$ cat src/logic/noc_pkg.sv
`default_nettype none

package noc_pkg;

  // ----------------------------------------------------------------------
  // sizes
  // ----------------------------------------------------------------------
  localparam int CHANNELS      = 4;
  localparam int DEPTH         = 8;
  localparam int THRESHOLD     = 6;
  localparam int TYPE_WIDTH    = 2;
  localparam int PAYLOAD_WIDTH = 16;
  localparam int FLIT_WIDTH    = TYPE_WIDTH + PAYLOAD_WIDTH;
  localparam int COORD_WIDTH   = 2;
  localparam int PORTS         = 5;
  localparam int PTR_WIDTH     = $clog2(DEPTH);
  localparam int COUNT_WIDTH   = $clog2(DEPTH + 1);

  // fixed mesh position of this router.
  localparam int ROUTER_X = 1;
  localparam int ROUTER_Y = 1;

  // destination fields inside a head flit payload.
  localparam int DEST_X_LSB = 2;
  localparam int DEST_Y_LSB = 0;

  // one-hot port bit positions.
  localparam int PORT_LOCAL = 0;
  localparam int PORT_EAST  = 1;
  localparam int PORT_WEST  = 2;
  localparam int PORT_NORTH = 3;
  localparam int PORT_SOUTH = 4;

  // ----------------------------------------------------------------------
  // types
  // ----------------------------------------------------------------------
  typedef logic [FLIT_WIDTH-1:0]  flit_t;
  typedef logic [CHANNELS-1:0]    vc_mask_t;
  typedef logic [1:0]             vc_id_t;
  typedef logic [COORD_WIDTH-1:0] coord_t;
  typedef logic [PORTS-1:0]       port_t;
  typedef logic [PTR_WIDTH-1:0]   fifo_ptr_t;
  typedef logic [COUNT_WIDTH-1:0] fifo_count_t;

  typedef enum logic [TYPE_WIDTH-1:0] {
    HEAD,
    BODY,
    TAIL,
    HEAD_TAIL     // single flit packet.
  } flit_type_e;

  typedef enum logic {
    IDLE,
    LOCKED
  } arb_state_e;

endpackage

`default_nettype wire

$ cat src/logic/flit_fifo.sv
`timescale 1ns/1ps
`default_nettype none

module flit_fifo (
  input  var logic           i_clk,
  input  var logic           i_rst,
  input  var logic           i_clear,
  input  var logic           i_push,
  input  var logic           i_pop,
  input  var noc_pkg::flit_t i_data,
  output var noc_pkg::flit_t o_data,
  output var logic           o_empty,
  output var logic           o_almost_full,
  output var logic           o_full
);

  noc_pkg::flit_t       mem [noc_pkg::DEPTH];
  noc_pkg::fifo_ptr_t   wr_ptr;
  noc_pkg::fifo_ptr_t   rd_ptr;
  noc_pkg::fifo_count_t count;
  noc_pkg::fifo_count_t count_next;
  logic                 empty_q;
  logic                 almost_full_q;
  logic                 full_q;
  logic                 push_en;
  logic                 pop_en;

  assign push_en = i_push & ~full_q;   // drop writes when full.
  assign pop_en  = i_pop & ~empty_q;

  always_comb begin
    count_next = count;
    case ({push_en, pop_en})
      2'b10:   count_next = count + 1'b1;
      2'b01:   count_next = count - 1'b1;
      default: count_next = count;
    endcase
  end

  always_ff @(posedge i_clk) begin
    if (i_rst || i_clear) begin
      wr_ptr        <= '0;
      rd_ptr        <= '0;
      count         <= '0;
      empty_q       <= 1'b1;
      almost_full_q <= 1'b0;
      full_q        <= 1'b0;
    end else begin
      if (push_en) begin
        wr_ptr <= (wr_ptr == noc_pkg::fifo_ptr_t'(noc_pkg::DEPTH - 1)) ? '0 : wr_ptr + 1'b1;
      end
      if (pop_en) begin
        rd_ptr <= (rd_ptr == noc_pkg::fifo_ptr_t'(noc_pkg::DEPTH - 1)) ? '0 : rd_ptr + 1'b1;
      end
      count         <= count_next;
      // flags follow the next count so they line up with it.
      empty_q       <= (count_next == '0);
      almost_full_q <= (count_next >= noc_pkg::fifo_count_t'(noc_pkg::THRESHOLD));
      full_q        <= (count_next == noc_pkg::fifo_count_t'(noc_pkg::DEPTH));
    end
  end

  always_ff @(posedge i_clk) begin
    if (push_en) begin
      mem[wr_ptr] <= i_data;
    end
  end

  assign o_data        = mem[rd_ptr];   // head entry, no output register.
  assign o_empty       = empty_q;
  assign o_almost_full = almost_full_q;
  assign o_full        = full_q;

endmodule

`default_nettype wire

$ cat src/logic/flit_if_fifo.sv
`timescale 1ns/1ps
`default_nettype none

module flit_if_fifo (
  input  var logic                                     i_clk,
  input  var logic                                     i_rst,
  input  var logic                                     i_clear,
  input  var noc_pkg::vc_mask_t                        i_flit_valid,
  input  var noc_pkg::flit_t                           i_flit,
  output var noc_pkg::vc_mask_t                        o_flit_ready,
  output var noc_pkg::vc_mask_t                        o_vc_ready,
  input  var noc_pkg::vc_mask_t                        i_pop,
  output var noc_pkg::vc_mask_t                        o_empty,
  output var noc_pkg::flit_t [noc_pkg::CHANNELS-1:0]   o_head_flits
);

  noc_pkg::vc_mask_t almost_full;
  noc_pkg::vc_mask_t full;

  assign o_flit_ready = ~full;
  assign o_vc_ready   = ~almost_full;   // stop new packets early.

  // one buffer per virtual channel, all fed from the shared flit bus.
  for (genvar i = 0; i < noc_pkg::CHANNELS; i++) begin : g_vc
    flit_fifo u_fifo (
      .i_clk         (i_clk           ),
      .i_rst         (i_rst           ),
      .i_clear       (i_clear         ),
      .i_push        (i_flit_valid[i] ),
      .i_pop         (i_pop[i]        ),
      .i_data        (i_flit          ),
      .o_data        (o_head_flits[i] ),
      .o_empty       (o_empty[i]      ),
      .o_almost_full (almost_full[i]  ),
      .o_full        (full[i]         )
    );
  end

endmodule

`default_nettype wire

$ cat src/logic/input_unit.sv
`timescale 1ns/1ps
`default_nettype none

module input_unit (
  input  var logic              i_clk,
  input  var logic              i_rst,
  input  var logic              i_clear,
  input  var noc_pkg::vc_mask_t i_flit_valid,
  input  var noc_pkg::flit_t    i_flit,
  output var noc_pkg::vc_mask_t o_flit_ready,
  output var noc_pkg::vc_mask_t o_vc_ready,
  input  var logic              i_out_ready,
  output var logic              o_out_valid,
  output var noc_pkg::flit_t    o_out_flit,
  output var noc_pkg::vc_id_t   o_out_vc,
  output var noc_pkg::port_t    o_out_port
);

  noc_pkg::vc_mask_t                      empty;
  noc_pkg::vc_mask_t                      pop;
  noc_pkg::flit_t [noc_pkg::CHANNELS-1:0] head_flits;
  logic                                   sel_valid;
  noc_pkg::flit_t                         sel_flit;
  noc_pkg::vc_id_t                        sel_vc;
  logic                                   take_head;
  noc_pkg::port_t                         sel_port;
  logic                                   load_ready;

  flit_if_fifo u_buffers (
    .i_clk        (i_clk        ),
    .i_rst        (i_rst        ),
    .i_clear      (i_clear      ),
    .i_flit_valid (i_flit_valid ),
    .i_flit       (i_flit       ),
    .o_flit_ready (o_flit_ready ),
    .o_vc_ready   (o_vc_ready   ),
    .i_pop        (pop          ),
    .o_empty      (empty        ),
    .o_head_flits (head_flits   )
  );

  vc_arbiter u_arbiter (
    .i_clk        (i_clk        ),
    .i_rst        (i_rst        ),
    .i_clear      (i_clear      ),
    .i_empty      (empty        ),
    .i_head_flits (head_flits   ),
    .i_load_ready (load_ready   ),
    .o_pop        (pop          ),
    .o_sel_valid  (sel_valid    ),
    .o_sel_flit   (sel_flit     ),
    .o_sel_vc     (sel_vc       ),
    .o_take_head  (take_head    )
  );

  route_decoder u_route (
    .i_clk        (i_clk        ),
    .i_rst        (i_rst        ),
    .i_clear      (i_clear      ),
    .i_flit       (sel_flit     ),
    .i_take_head  (take_head    ),
    .o_port       (sel_port     )
  );

  output_stage u_output (
    .i_clk        (i_clk        ),
    .i_rst        (i_rst        ),
    .i_clear      (i_clear      ),
    .i_valid      (sel_valid    ),
    .i_flit       (sel_flit     ),
    .i_vc         (sel_vc       ),
    .i_port       (sel_port     ),
    .o_load_ready (load_ready   ),
    .i_out_ready  (i_out_ready  ),
    .o_out_valid  (o_out_valid  ),
    .o_out_flit   (o_out_flit   ),
    .o_out_vc     (o_out_vc     ),
    .o_out_port   (o_out_port   )
  );

endmodule

`default_nettype wire

$ cat src/logic/output_stage.sv
`timescale 1ns/1ps
`default_nettype none

module output_stage (
  input  var logic            i_clk,
  input  var logic            i_rst,
  input  var logic            i_clear,
  input  var logic            i_valid,
  input  var noc_pkg::flit_t  i_flit,
  input  var noc_pkg::vc_id_t i_vc,
  input  var noc_pkg::port_t  i_port,
  output var logic            o_load_ready,
  input  var logic            i_out_ready,
  output var logic            o_out_valid,
  output var noc_pkg::flit_t  o_out_flit,
  output var noc_pkg::vc_id_t o_out_vc,
  output var noc_pkg::port_t  o_out_port
);

  logic            valid_q;
  noc_pkg::flit_t  flit_q;
  noc_pkg::vc_id_t vc_q;
  noc_pkg::port_t  port_q;
  logic            load;

  assign o_load_ready = ~valid_q | i_out_ready;   // empty or draining.
  assign load         = i_valid & o_load_ready;

  always_ff @(posedge i_clk) begin
    if (i_rst || i_clear) begin
      valid_q <= 1'b0;
    end else if (load) begin
      valid_q <= 1'b1;
    end else if (i_out_ready) begin
      valid_q <= 1'b0;
    end
  end

  always_ff @(posedge i_clk) begin
    if (load) begin
      flit_q <= i_flit;
      vc_q   <= i_vc;
      port_q <= i_port;
    end
  end

  assign o_out_valid = valid_q;
  assign o_out_flit  = flit_q;
  assign o_out_vc    = vc_q;
  assign o_out_port  = port_q;

endmodule

`default_nettype wire

$ cat src/logic/route_decoder.sv
`timescale 1ns/1ps
`default_nettype none

module route_decoder (
  input  var logic           i_clk,
  input  var logic           i_rst,
  input  var logic           i_clear,
  input  var noc_pkg::flit_t i_flit,
  input  var logic           i_take_head,
  output var noc_pkg::port_t o_port
);

  noc_pkg::flit_type_e flit_type;
  noc_pkg::coord_t     dest_x;
  noc_pkg::coord_t     dest_y;
  noc_pkg::port_t      xy_port;
  noc_pkg::port_t      held_port;
  logic                is_head;

  assign flit_type = noc_pkg::flit_type_e'(i_flit[noc_pkg::FLIT_WIDTH-1 -: noc_pkg::TYPE_WIDTH]);
  assign dest_x    = i_flit[noc_pkg::DEST_X_LSB +: noc_pkg::COORD_WIDTH];
  assign dest_y    = i_flit[noc_pkg::DEST_Y_LSB +: noc_pkg::COORD_WIDTH];
  assign is_head   = (flit_type == noc_pkg::HEAD) || (flit_type == noc_pkg::HEAD_TAIL);

  // x first, then y.
  always_comb begin
    xy_port = '0;
    if (dest_x > noc_pkg::coord_t'(noc_pkg::ROUTER_X)) begin
      xy_port[noc_pkg::PORT_EAST] = 1'b1;
    end else if (dest_x < noc_pkg::coord_t'(noc_pkg::ROUTER_X)) begin
      xy_port[noc_pkg::PORT_WEST] = 1'b1;
    end else if (dest_y > noc_pkg::coord_t'(noc_pkg::ROUTER_Y)) begin
      xy_port[noc_pkg::PORT_NORTH] = 1'b1;
    end else if (dest_y < noc_pkg::coord_t'(noc_pkg::ROUTER_Y)) begin
      xy_port[noc_pkg::PORT_SOUTH] = 1'b1;
    end else begin
      xy_port[noc_pkg::PORT_LOCAL] = 1'b1;
    end
  end

  always_ff @(posedge i_clk) begin
    if (i_rst || i_clear) begin
      held_port <= noc_pkg::port_t'(1) << noc_pkg::PORT_LOCAL;
    end else if (i_take_head) begin
      held_port <= xy_port;   // kept for body and tail.
    end
  end

  assign o_port = is_head ? xy_port : held_port;

endmodule

`default_nettype wire

$ cat src/logic/vc_arbiter.sv
`timescale 1ns/1ps
`default_nettype none

module vc_arbiter (
  input  var logic                                   i_clk,
  input  var logic                                   i_rst,
  input  var logic                                   i_clear,
  input  var noc_pkg::vc_mask_t                      i_empty,
  input  var noc_pkg::flit_t [noc_pkg::CHANNELS-1:0] i_head_flits,
  input  var logic                                   i_load_ready,
  output var noc_pkg::vc_mask_t                      o_pop,
  output var logic                                   o_sel_valid,
  output var noc_pkg::flit_t                         o_sel_flit,
  output var noc_pkg::vc_id_t                        o_sel_vc,
  output var logic                                   o_take_head
);

  noc_pkg::arb_state_e state;
  noc_pkg::vc_id_t     locked_vc;
  noc_pkg::vc_id_t     rr_ptr;
  noc_pkg::vc_id_t     grant_vc;
  logic                grant_valid;
  logic                fire;
  noc_pkg::flit_type_e sel_type;

  // ----------------------------------------------------------------------
  // grant
  // ----------------------------------------------------------------------
  always_comb begin
    noc_pkg::vc_id_t idx;
    idx         = rr_ptr;
    grant_valid = 1'b0;
    grant_vc    = rr_ptr;
    if (state == noc_pkg::LOCKED) begin
      grant_valid = ~i_empty[locked_vc];
      grant_vc    = locked_vc;
    end else begin
      // walk backwards so the nearest channel to the pointer wins.
      for (int i = noc_pkg::CHANNELS - 1; i >= 0; i--) begin
        idx = noc_pkg::vc_id_t'((int'(rr_ptr) + i) % noc_pkg::CHANNELS);
        if (!i_empty[idx]) begin
          grant_valid = 1'b1;
          grant_vc    = idx;
        end
      end
    end
  end

  assign fire     = grant_valid & i_load_ready;
  assign sel_type = noc_pkg::flit_type_e'(o_sel_flit[noc_pkg::FLIT_WIDTH-1 -: noc_pkg::TYPE_WIDTH]);

  always_comb begin
    o_pop = '0;
    if (fire) begin
      o_pop[grant_vc] = 1'b1;
    end
  end

  assign o_sel_valid = grant_valid;
  assign o_sel_flit  = i_head_flits[grant_vc];
  assign o_sel_vc    = grant_vc;
  assign o_take_head = fire &&
                       ((sel_type == noc_pkg::HEAD) || (sel_type == noc_pkg::HEAD_TAIL));

  // ----------------------------------------------------------------------
  // packet lock
  // ----------------------------------------------------------------------
  always_ff @(posedge i_clk) begin
    if (i_rst || i_clear) begin
      state     <= noc_pkg::IDLE;
      locked_vc <= '0;
      rr_ptr    <= '0;
    end else if (fire) begin
      case (sel_type)
        noc_pkg::HEAD: begin
          state     <= noc_pkg::LOCKED;
          locked_vc <= grant_vc;
        end
        noc_pkg::TAIL, noc_pkg::HEAD_TAIL: begin
          state  <= noc_pkg::IDLE;
          rr_ptr <= (grant_vc == noc_pkg::vc_id_t'(noc_pkg::CHANNELS - 1)) ?
                    '0 : grant_vc + 1'b1;   // skip the served channel.
        end
        default: state <= state;
      endcase
    end
  end

endmodule

`default_nettype wire

$ cat config.mk
export PLATFORM = sky130hd
export DESIGN_NAME = input_unit
export DESIGN_NICKNAME = d
export VERILOG_FILES = /design/src/logic/noc_pkg.sv /design/src/logic/flit_fifo.sv /design/src/logic/flit_if_fifo.sv /design/src/logic/input_unit.sv /design/src/logic/output_stage.sv /design/src/logic/route_decoder.sv /design/src/logic/vc_arbiter.sv
export SDC_FILE = /design/constraint.sdc
export NUM_CORES = 1
export LEC_CHECK = 0
export ABC_CLOCK_PERIOD_IN_PS = 4300
export BUFFER_PORTS_ARGS = -buffer_cell sky130_fd_sc_hd__clkbuf_2
export CELL_PAD_IN_SITES_DETAIL_PLACEMENT = 0
export CELL_PAD_IN_SITES_GLOBAL_PLACEMENT = 1
export CORE_AREA = 5 5 200 250
export CTS_BUF_LIST = sky130_fd_sc_hd__clkbuf_4
export DETAILED_ROUTE_END_ITERATION = 10
export DIE_AREA = 0 0 205 255
export PLACE_DENSITY_LB_ADDON = 0.1
export RECOVER_POWER = 100
export SLEW_MARGIN = 20
export SYNTH_ARGS = -nofsm -noshare
export SYNTH_HDL_FRONTEND = slang
export SYNTH_SLANG_ARGS = --single-unit
$ cat constraint.sdc
create_clock -name i_clk -period 4.3 [get_ports i_clk]
set_input_delay 0.215 -clock i_clk [delete_from_list [all_inputs] [get_ports i_clk]]
set_output_delay 0.215 -clock i_clk [all_outputs]
set_load 0.02 [all_outputs]
==> results of run 1 <==
-- worst paths after layout --
check	from	to	slack, ps	depth (start not counted)
worst max-delay path	u_buffers.g_vc[2].u_fifo.o_empty	u_output.o_out_port[4]	460	9
worst min-delay path	i_flit_valid[1]	u_buffers.g_vc[1].u_fifo.wr_ptr[0]	20	4
worst max register to register	u_buffers.g_vc[2].u_fifo.o_empty	u_output.o_out_port[4]	460	9
worst min register to register	u_route.held_port[3]	u_route.held_port[3]	470	2
-- cell usage after synthesis, types with 5 or more instances --
library cell / number / area (sq um)
inv_1: 14 / 52.6
nand2_1: 33 / 124
o21ai_0: 26 / 130
nor2_1: 84 / 315
nand2b_1: 18 / 113
xnor2_1: 8 / 70.1
clkbuf_1: 37 / 139
mux2_2: 27 / 304
mux4_1: 13 / 342
nand3_1: 5 / 25.0
buf_2: 11 / 55.1
nor3b_1: 11 / 82.6
o211ai_1: 13 / 97.6
nor3_1: 27 / 135
edfxtp_1: 601 / 18000
nor2b_1: 17 / 106
a211oi_1: 8 / 60.1
buf_6: 6 / 67.6
dfxtp_1: 75 / 1500
mux4_2: 132 / 2970
a21oi_1: 41 / 205
xor2_1: 12 / 105
ha_1: 33 / 413
mux2i_1: 71 / 711
-- repair_timing --
action	CTS	global route
gates resized for setup	0	0
hold endpoints to repair	534	0
hold buffers	25	0
-- logic make-up (layout without fill, tap and decap cells) --
kind of cell | after synthesis | after routing | synth area share, %
xor+xnor | 20 | 20 | 0.658
simple gates | 214 | 214 | 3.92
compound gates | 108 | 108 | 2.56
other cells | 0 | 1 | 0
flops | 676 | 676 | 73.4
mux | 246 | 246 | 16.5
fa+ha+maj | 33 | 33 | 1.55
buf+inv | 77 | 438 | 1.43
-- metrics by stage --
stage                     hold slack [ps]  worst slack, ps  cells  util, %
after global routing                 23.0              159   2373     63.6
final                                22.7              456   2373     63.6
after floorplan                       314              592   1374        -
after CTS                            17.0              655   2372     64.3
after detailed placement              465              669   2063     59.3
after global placement                445              774   2063     59.3
-- sequential cells by signal (all words and copies together), names as in the netlist, named ones only --
register                             cells
u_output.o_out_valid                     1
u_buffers.g_vc.u_fifo.count             16
u_buffers.g_vc.u_fifo.wr_ptr            12
u_route.held_port                        5
u_output.o_out_flit                     18
u_arbiter.state                          1
u_buffers.g_vc.u_fifo.o_almost_full      4
u_arbiter.locked_vc                      2
u_buffers.g_vc.u_fifo.o_empty            4
u_output.o_out_vc                        2
u_buffers.g_vc.u_fifo.mem              576
u_buffers.g_vc.u_fifo.o_full             4
u_arbiter.rr_ptr                         2
u_output.o_out_port                      5
u_buffers.g_vc.u_fifo.rd_ptr            12
-- power by group through the flow --
| stage | combinational [mW] | sequential [mW] | clock [mW] |
|---|---|---|---|
| floorplan | 1.31 | 7.90 | 0 |
| global placement | 2.16 | 7.78 | 0 |
| detailed placement | 2.18 | 7.78 | 0 |
| CTS | 2.21 | 7.65 | 5.39 |
| global route | 2.29 | 7.68 | 5.76 |
| finish | 2.09 | 7.65 | 5.23 |
-- routing by layer --
layer / track usage (%) / up-vias / share of wire [%]
met5: 0 / - / 0
met4: 7.58 / 0 / 2.0
met3: 3.93 / 84 / 5.0
met2: 36.5 / 382 / 52
met1: 28.4 / 6982 / 41
li1: - / 6131 / -
-- worst max-delay path, delay by kind of cell, from the launching register on --
family | cells | cell delay (ps)
AOI/OAI and AO/OA | 3 | 1020
buffers and inverters | 2 | 920
DFF | 1 | 400
muxes | 2 | 610
and+or+nand+nor | 2 | 710
-- final cells by class --
cell class                      instances  share of cell area [%]
Sequential cell                       676                    65.3
Multi-Input combinational cell        621                    22.3
Clock buffer                          236                    5.91
Tap cell                              637                    2.66
Timing Repair Buffer                  140                    2.57
Clock inverter                         48                    1.08
Inverter                               14                   0.175
Antenna cell                            1                 0.00835
==> impl_metrics.tcl, run 1 <==
set metrics [dict create \
    drt-total-wl_mm 54.4 \
    final_area_sq_mm 0.0300 \
    grt_start_max_net_pins 47 \
    crit_arrival_ps 4560 \
    fp.dieW_um 205 \
    worst-setup-path-type "flip-flop to flip-flop" \
    area_growth_pct 12.5 \
    path_cells "o21ai_0 -> nand2_1 -> o211ai_1 -> buf_4 -> buf_4 -> mux2i_1 -> mux2_1 -> or4b_1 -> o21ai_2" \
    final_cell_mix "edfxtp_1, clkbuf_4, mux4_2" \
    hold_viol 0 \
    synth_flop_cell "edfxtp_1" \
    htreeDepth 4 \
    p_switching_mw 3.91 \
    min_period_ps 3840 \
    fin_crit_sh_pct 89.4 \
    rows 89 \
    crit_path_max_fanout 46 \
    regArea_sq_mm 0.0196 \
    combinationalPowerShare_pct 14.0 \
    yosysWarnings 0 \
    critical_path_required_ps 5010 \
    peakVddDrop_uv 438 \
    slew_violations 110 \
    critPathLaunchType "flip-flop" \
    vias_per_cell 5.72 \
    drive_above_1_share_pct 26.2 \
    synth_area_sq_mm 0.0266 \
    grt_pass1_vias 14300 \
    cts.path.max_buffers 3 \
    clkTransAtPathRegs_ps 60 \
    coreArea_sq_mm 0.0471 \
    synthArstFlopShare_pct 0 \
    hold_class "input port to flip-flop" \
    pin_count 60 \
    powerDensity_mw_per_mm2 500 \
    dieHeight_um 255 \
    maxCapViolations 7 \
    cts_tree "yes" \
    synth_seq_cells 676 \
    finalPower_mw 15.0 \
    multi_input_area_sq_mm 0.00668 \
    wl_per_cell_um 22.9 \
    remaining_drc_errors 0 \
    outcome "finished with violations" \
    fin_skew_ps 36.9 \
    gp_congestion 0.737 \
    violations "capacitance limit, slew limit" \
    slowest_stage "o211ai_1" \
    endpoint_kind "flip-flop" \
    start_util_pct 56.5 \
    seqPwrFrac_pct 51.1 \
    setup_viol 0 \
    path_common_cell "buf_4" \
    die_area_sq_mm 0.0523 \
    port_buffers 59 \
    slew_headroom_pct -26.0 \
    netlist_instances 1374 \
    grt_pass1_wl_mm 83.8 \
    fin_tns_setup_ps 0 \
    clock_sinks 676 \
    place_area_sq_mm 0.0280 \
    switching_share_pct 26.1 \
    worst_pin_slew_ps 1880 \
    clockRootBuffer "clkbuf_4" \
    mostFrequentLayoutCell "edfxtp_1" \
    synth_fp_nets 1433 \
    globalRoute.totalOverflow 0 \
    vias 13600 \
    synth-edff-count 601 \
    fmax_mhz 260 \
    syn_area_per_cell_sq_um 19.4 \
    rsz0062_at_grt "no" \
    track_usage_pct 21.5 \
    clkPwrFrac_pct 34.9 \
    nNetsFinal 1671 \
    ys_types 53 \
    dr.pass1.iters 5 \
    slowest_delay_ps 710 \
    drtAntennaViolNets 0 \
    clock_latency_ps 870 \
    dp_hpwl_mm 31.8 \
    drt_iter0_drc 895 \
    antenna_found_initial 1 \
    yosysSeqAreaShare_pct 73.4 \
    numCtsBuffers 159 \
    cellInternalPower_mw 11.1 \
    p_leak_nw 9.71 \
    post_cts_buffers 0 \
    fill_cells 3483 \
]
No activity file was read; power rests on OpenSTA's default activity.
==> run 2, diff against run 1 <==
--- a/config.mk
+++ b/config.mk
@@ -13,8 +13,10 @@
 export CTS_BUF_LIST = sky130_fd_sc_hd__clkbuf_4
 export DETAILED_ROUTE_END_ITERATION = 10
 export DIE_AREA = 0 0 205 255
+export HOLD_SLACK_MARGIN = 0.1
 export PLACE_DENSITY_LB_ADDON = 0.1
 export RECOVER_POWER = 100
+export REMOVE_ABC_BUFFERS = 1
 export SLEW_MARGIN = 20
 export SYNTH_ARGS = -nofsm -noshare
 export SYNTH_HDL_FRONTEND = slang
==> impl_metrics.tcl, run 2 (synthesis gave the netlist of run 1 again) <==
set metrics [dict create \
    clkTransAtPathRegs_ps 70 \
    clock_latency_ps 890 \
    endpoint_kind "flip-flop" \
    post_cts_buffers 0 \
    powerDensity_mw_per_mm2 495 \
    hold_class "input port to flip-flop" \
    maxCapViolations 20 \
    critPathLaunchType "flip-flop" \
    die_area_sq_mm 0.0523 \
    mostFrequentLayoutCell "edfxtp_1" \
    crit_path_max_fanout 7 \
    cts.path.max_buffers 3 \
    start_util_pct 56.5 \
    p_leak_nw 9.71 \
    whs_ps 200 \
    slew_headroom_pct -29.0 \
    violations "capacitance limit, slew limit" \
    slowest_stage "mux4_2" \
    fp.dieW_um 205 \
    remaining_drc_errors 0 \
    peakVddDrop_uv 243 \
    dr.pass1.iters 5 \
    fmax_mhz 268 \
    min-delay-start "i_out_ready" \
    clock_sinks 676 \
    crit_arrival_ps 4480 \
    cts_resized 0 \
    cts_tree "yes" \
    rsz0062_at_grt "no" \
    worst_pin_slew_ps 1930 \
    antenna_found_initial 2 \
    numCtsBuffers 160 \
    dp_hpwl_mm 33.5 \
    largest_reg_flops 576 \
    drt_iter0_drc 956 \
    regToRegStartpoint "u_arbiter.locked_vc[0]" \
    grt_pass1_vias 14100 \
    grt_start_max_net_pins 35 \
    final_cell_mix "edfxtp_1, clkbuf_4, mux4_2" \
    holdPathEnd "u_output.o_out_valid" \
    path_cells "mux4_2 -> a22o_1 -> nand2b_1 -> inv_1 -> and4b_1 -> clkbuf_1 -> ha_1 -> nor2b_1 -> a21oi_1 -> o32a_1 -> nor2_1 -> xnor2_1 -> nor2_1 -> a21oi_1" \
    whs_path_depth 4 \
    nNetsFinal 1676 \
    outcome "finished with violations" \
    worst_r2r_path_depth 14 \
    largest_register "u_buffers.g_vc.u_fifo.mem" \
    drtAntennaViolNets 0 \
    slew_violations 555 \
    track_usage_pct 22.6 \
    coreArea_sq_mm 0.0471 \
    rows 89 \
    vias 13700 \
    grt_pass1_wl_mm 86.2 \
    min_period_ps 3730 \
    fill_cells 3466 \
    fin_tns_setup_ps 0 \
    critical_path_required_ps 5060 \
    gp_congestion 0.753 \
    htreeDepth 4 \
    worst-setup-path-type "flip-flop to flip-flop" \
    regArea_sq_mm 0.0196 \
    drt-total-wl_mm 57.6 \
    setup_viol 0 \
    globalRoute.totalOverflow 0 \
    drive_above_1_share_pct 26.4 \
    cts_hold_buf 25 \
    fin_skew_ps 44.8 \
    dieHeight_um 255 \
    clockRootBuffer "clkbuf_4" \
    vias_per_cell 5.78 \
    fin_crit_sh_pct 86.7 \
    finalPower_mw 14.8 \
    area_growth_pct 12.2 \
    hold_viol 0 \
    pin_count 60 \
    slowest_delay_ps 520 \
    multi_input_area_sq_mm 0.00668 \
    r2r_slack_ps 570 \
    worstReg2RegEnd "u_buffers.g_vc[2].u_fifo.o_empty" \
    wl_per_cell_um 24.2 \
    port_buffers 59 \
]
-- run 2: worst max-delay path by stage --
stage | endpoint | startpoint
after floorplan | u_route.held_port[2] | flip-flop
after global placement | u_buffers.g_vc[1].u_fifo.o_empty | u_arbiter.locked_vc[0]
after detailed placement | u_buffers.g_vc[1].u_fifo.o_empty | u_arbiter.locked_vc[0]
after CTS | u_buffers.g_vc[1].u_fifo.o_empty | u_arbiter.locked_vc[0]
after global routing | u_buffers.g_vc[3].u_fifo.o_empty | u_buffers.g_vc[3].u_fifo.o_empty
final | u_buffers.g_vc[2].u_fifo.o_empty | u_arbiter.locked_vc[0]
-- run 2: layout make-up --
cell class                 count  share of cell area, %
sequential                   676                   65.4
multi-input combinational    621                   22.4
antenna                        2                 0.0168
tap                          637                   2.67
clock buffer                 239                   6.01
timing repair buffer         144                   2.66
inverter                      14                  0.176
clock inverter                42                  0.662
-- run 2: critical path: cells and delay by family (launching register included) --
kind            cells  cell delay, ps
compound gates      4             800
xor+xnor            1             180
fa+ha+maj           1             280
buf+inv             2             580
flops               1             410
mux                 1             520
simple gates        5             860
-- run 2: per-stage QoR --
step           instances  util [%]  cell area (sq um)  setup slack [ps]
5_1_grt             2374      63.4              29900               334
2_1_floorplan       1311         -              26300               468
6_report            2375      63.4              29900               573
4_1_cts             2373      64.2              30200               713
3_5_place_dp        2067      59.4              28000               726
3_3_place_gp        2067      59.4              28000               744
-- run 2: layer usage --
layer  track usage (%)  vias to the layer above  part of all wire [%]
met3              4.46                       92                   6.4
met4              8.33                        0                   2.2
met1              31.1                     7053                    42
li1                  -                     6140                     -
met2              36.7                      448                    49
met5                 0                        -                     0
-- run 2: where the power goes --
part | internal (mW) | leakage, nW | switching [mW]
sequential | 7.52 | 6.09 | 0.144
combinational | 0.728 | 2.41 | 1.42
clock | 2.60 | 1.21 | 2.38
total | 10.8 | 9.71 | 3.95
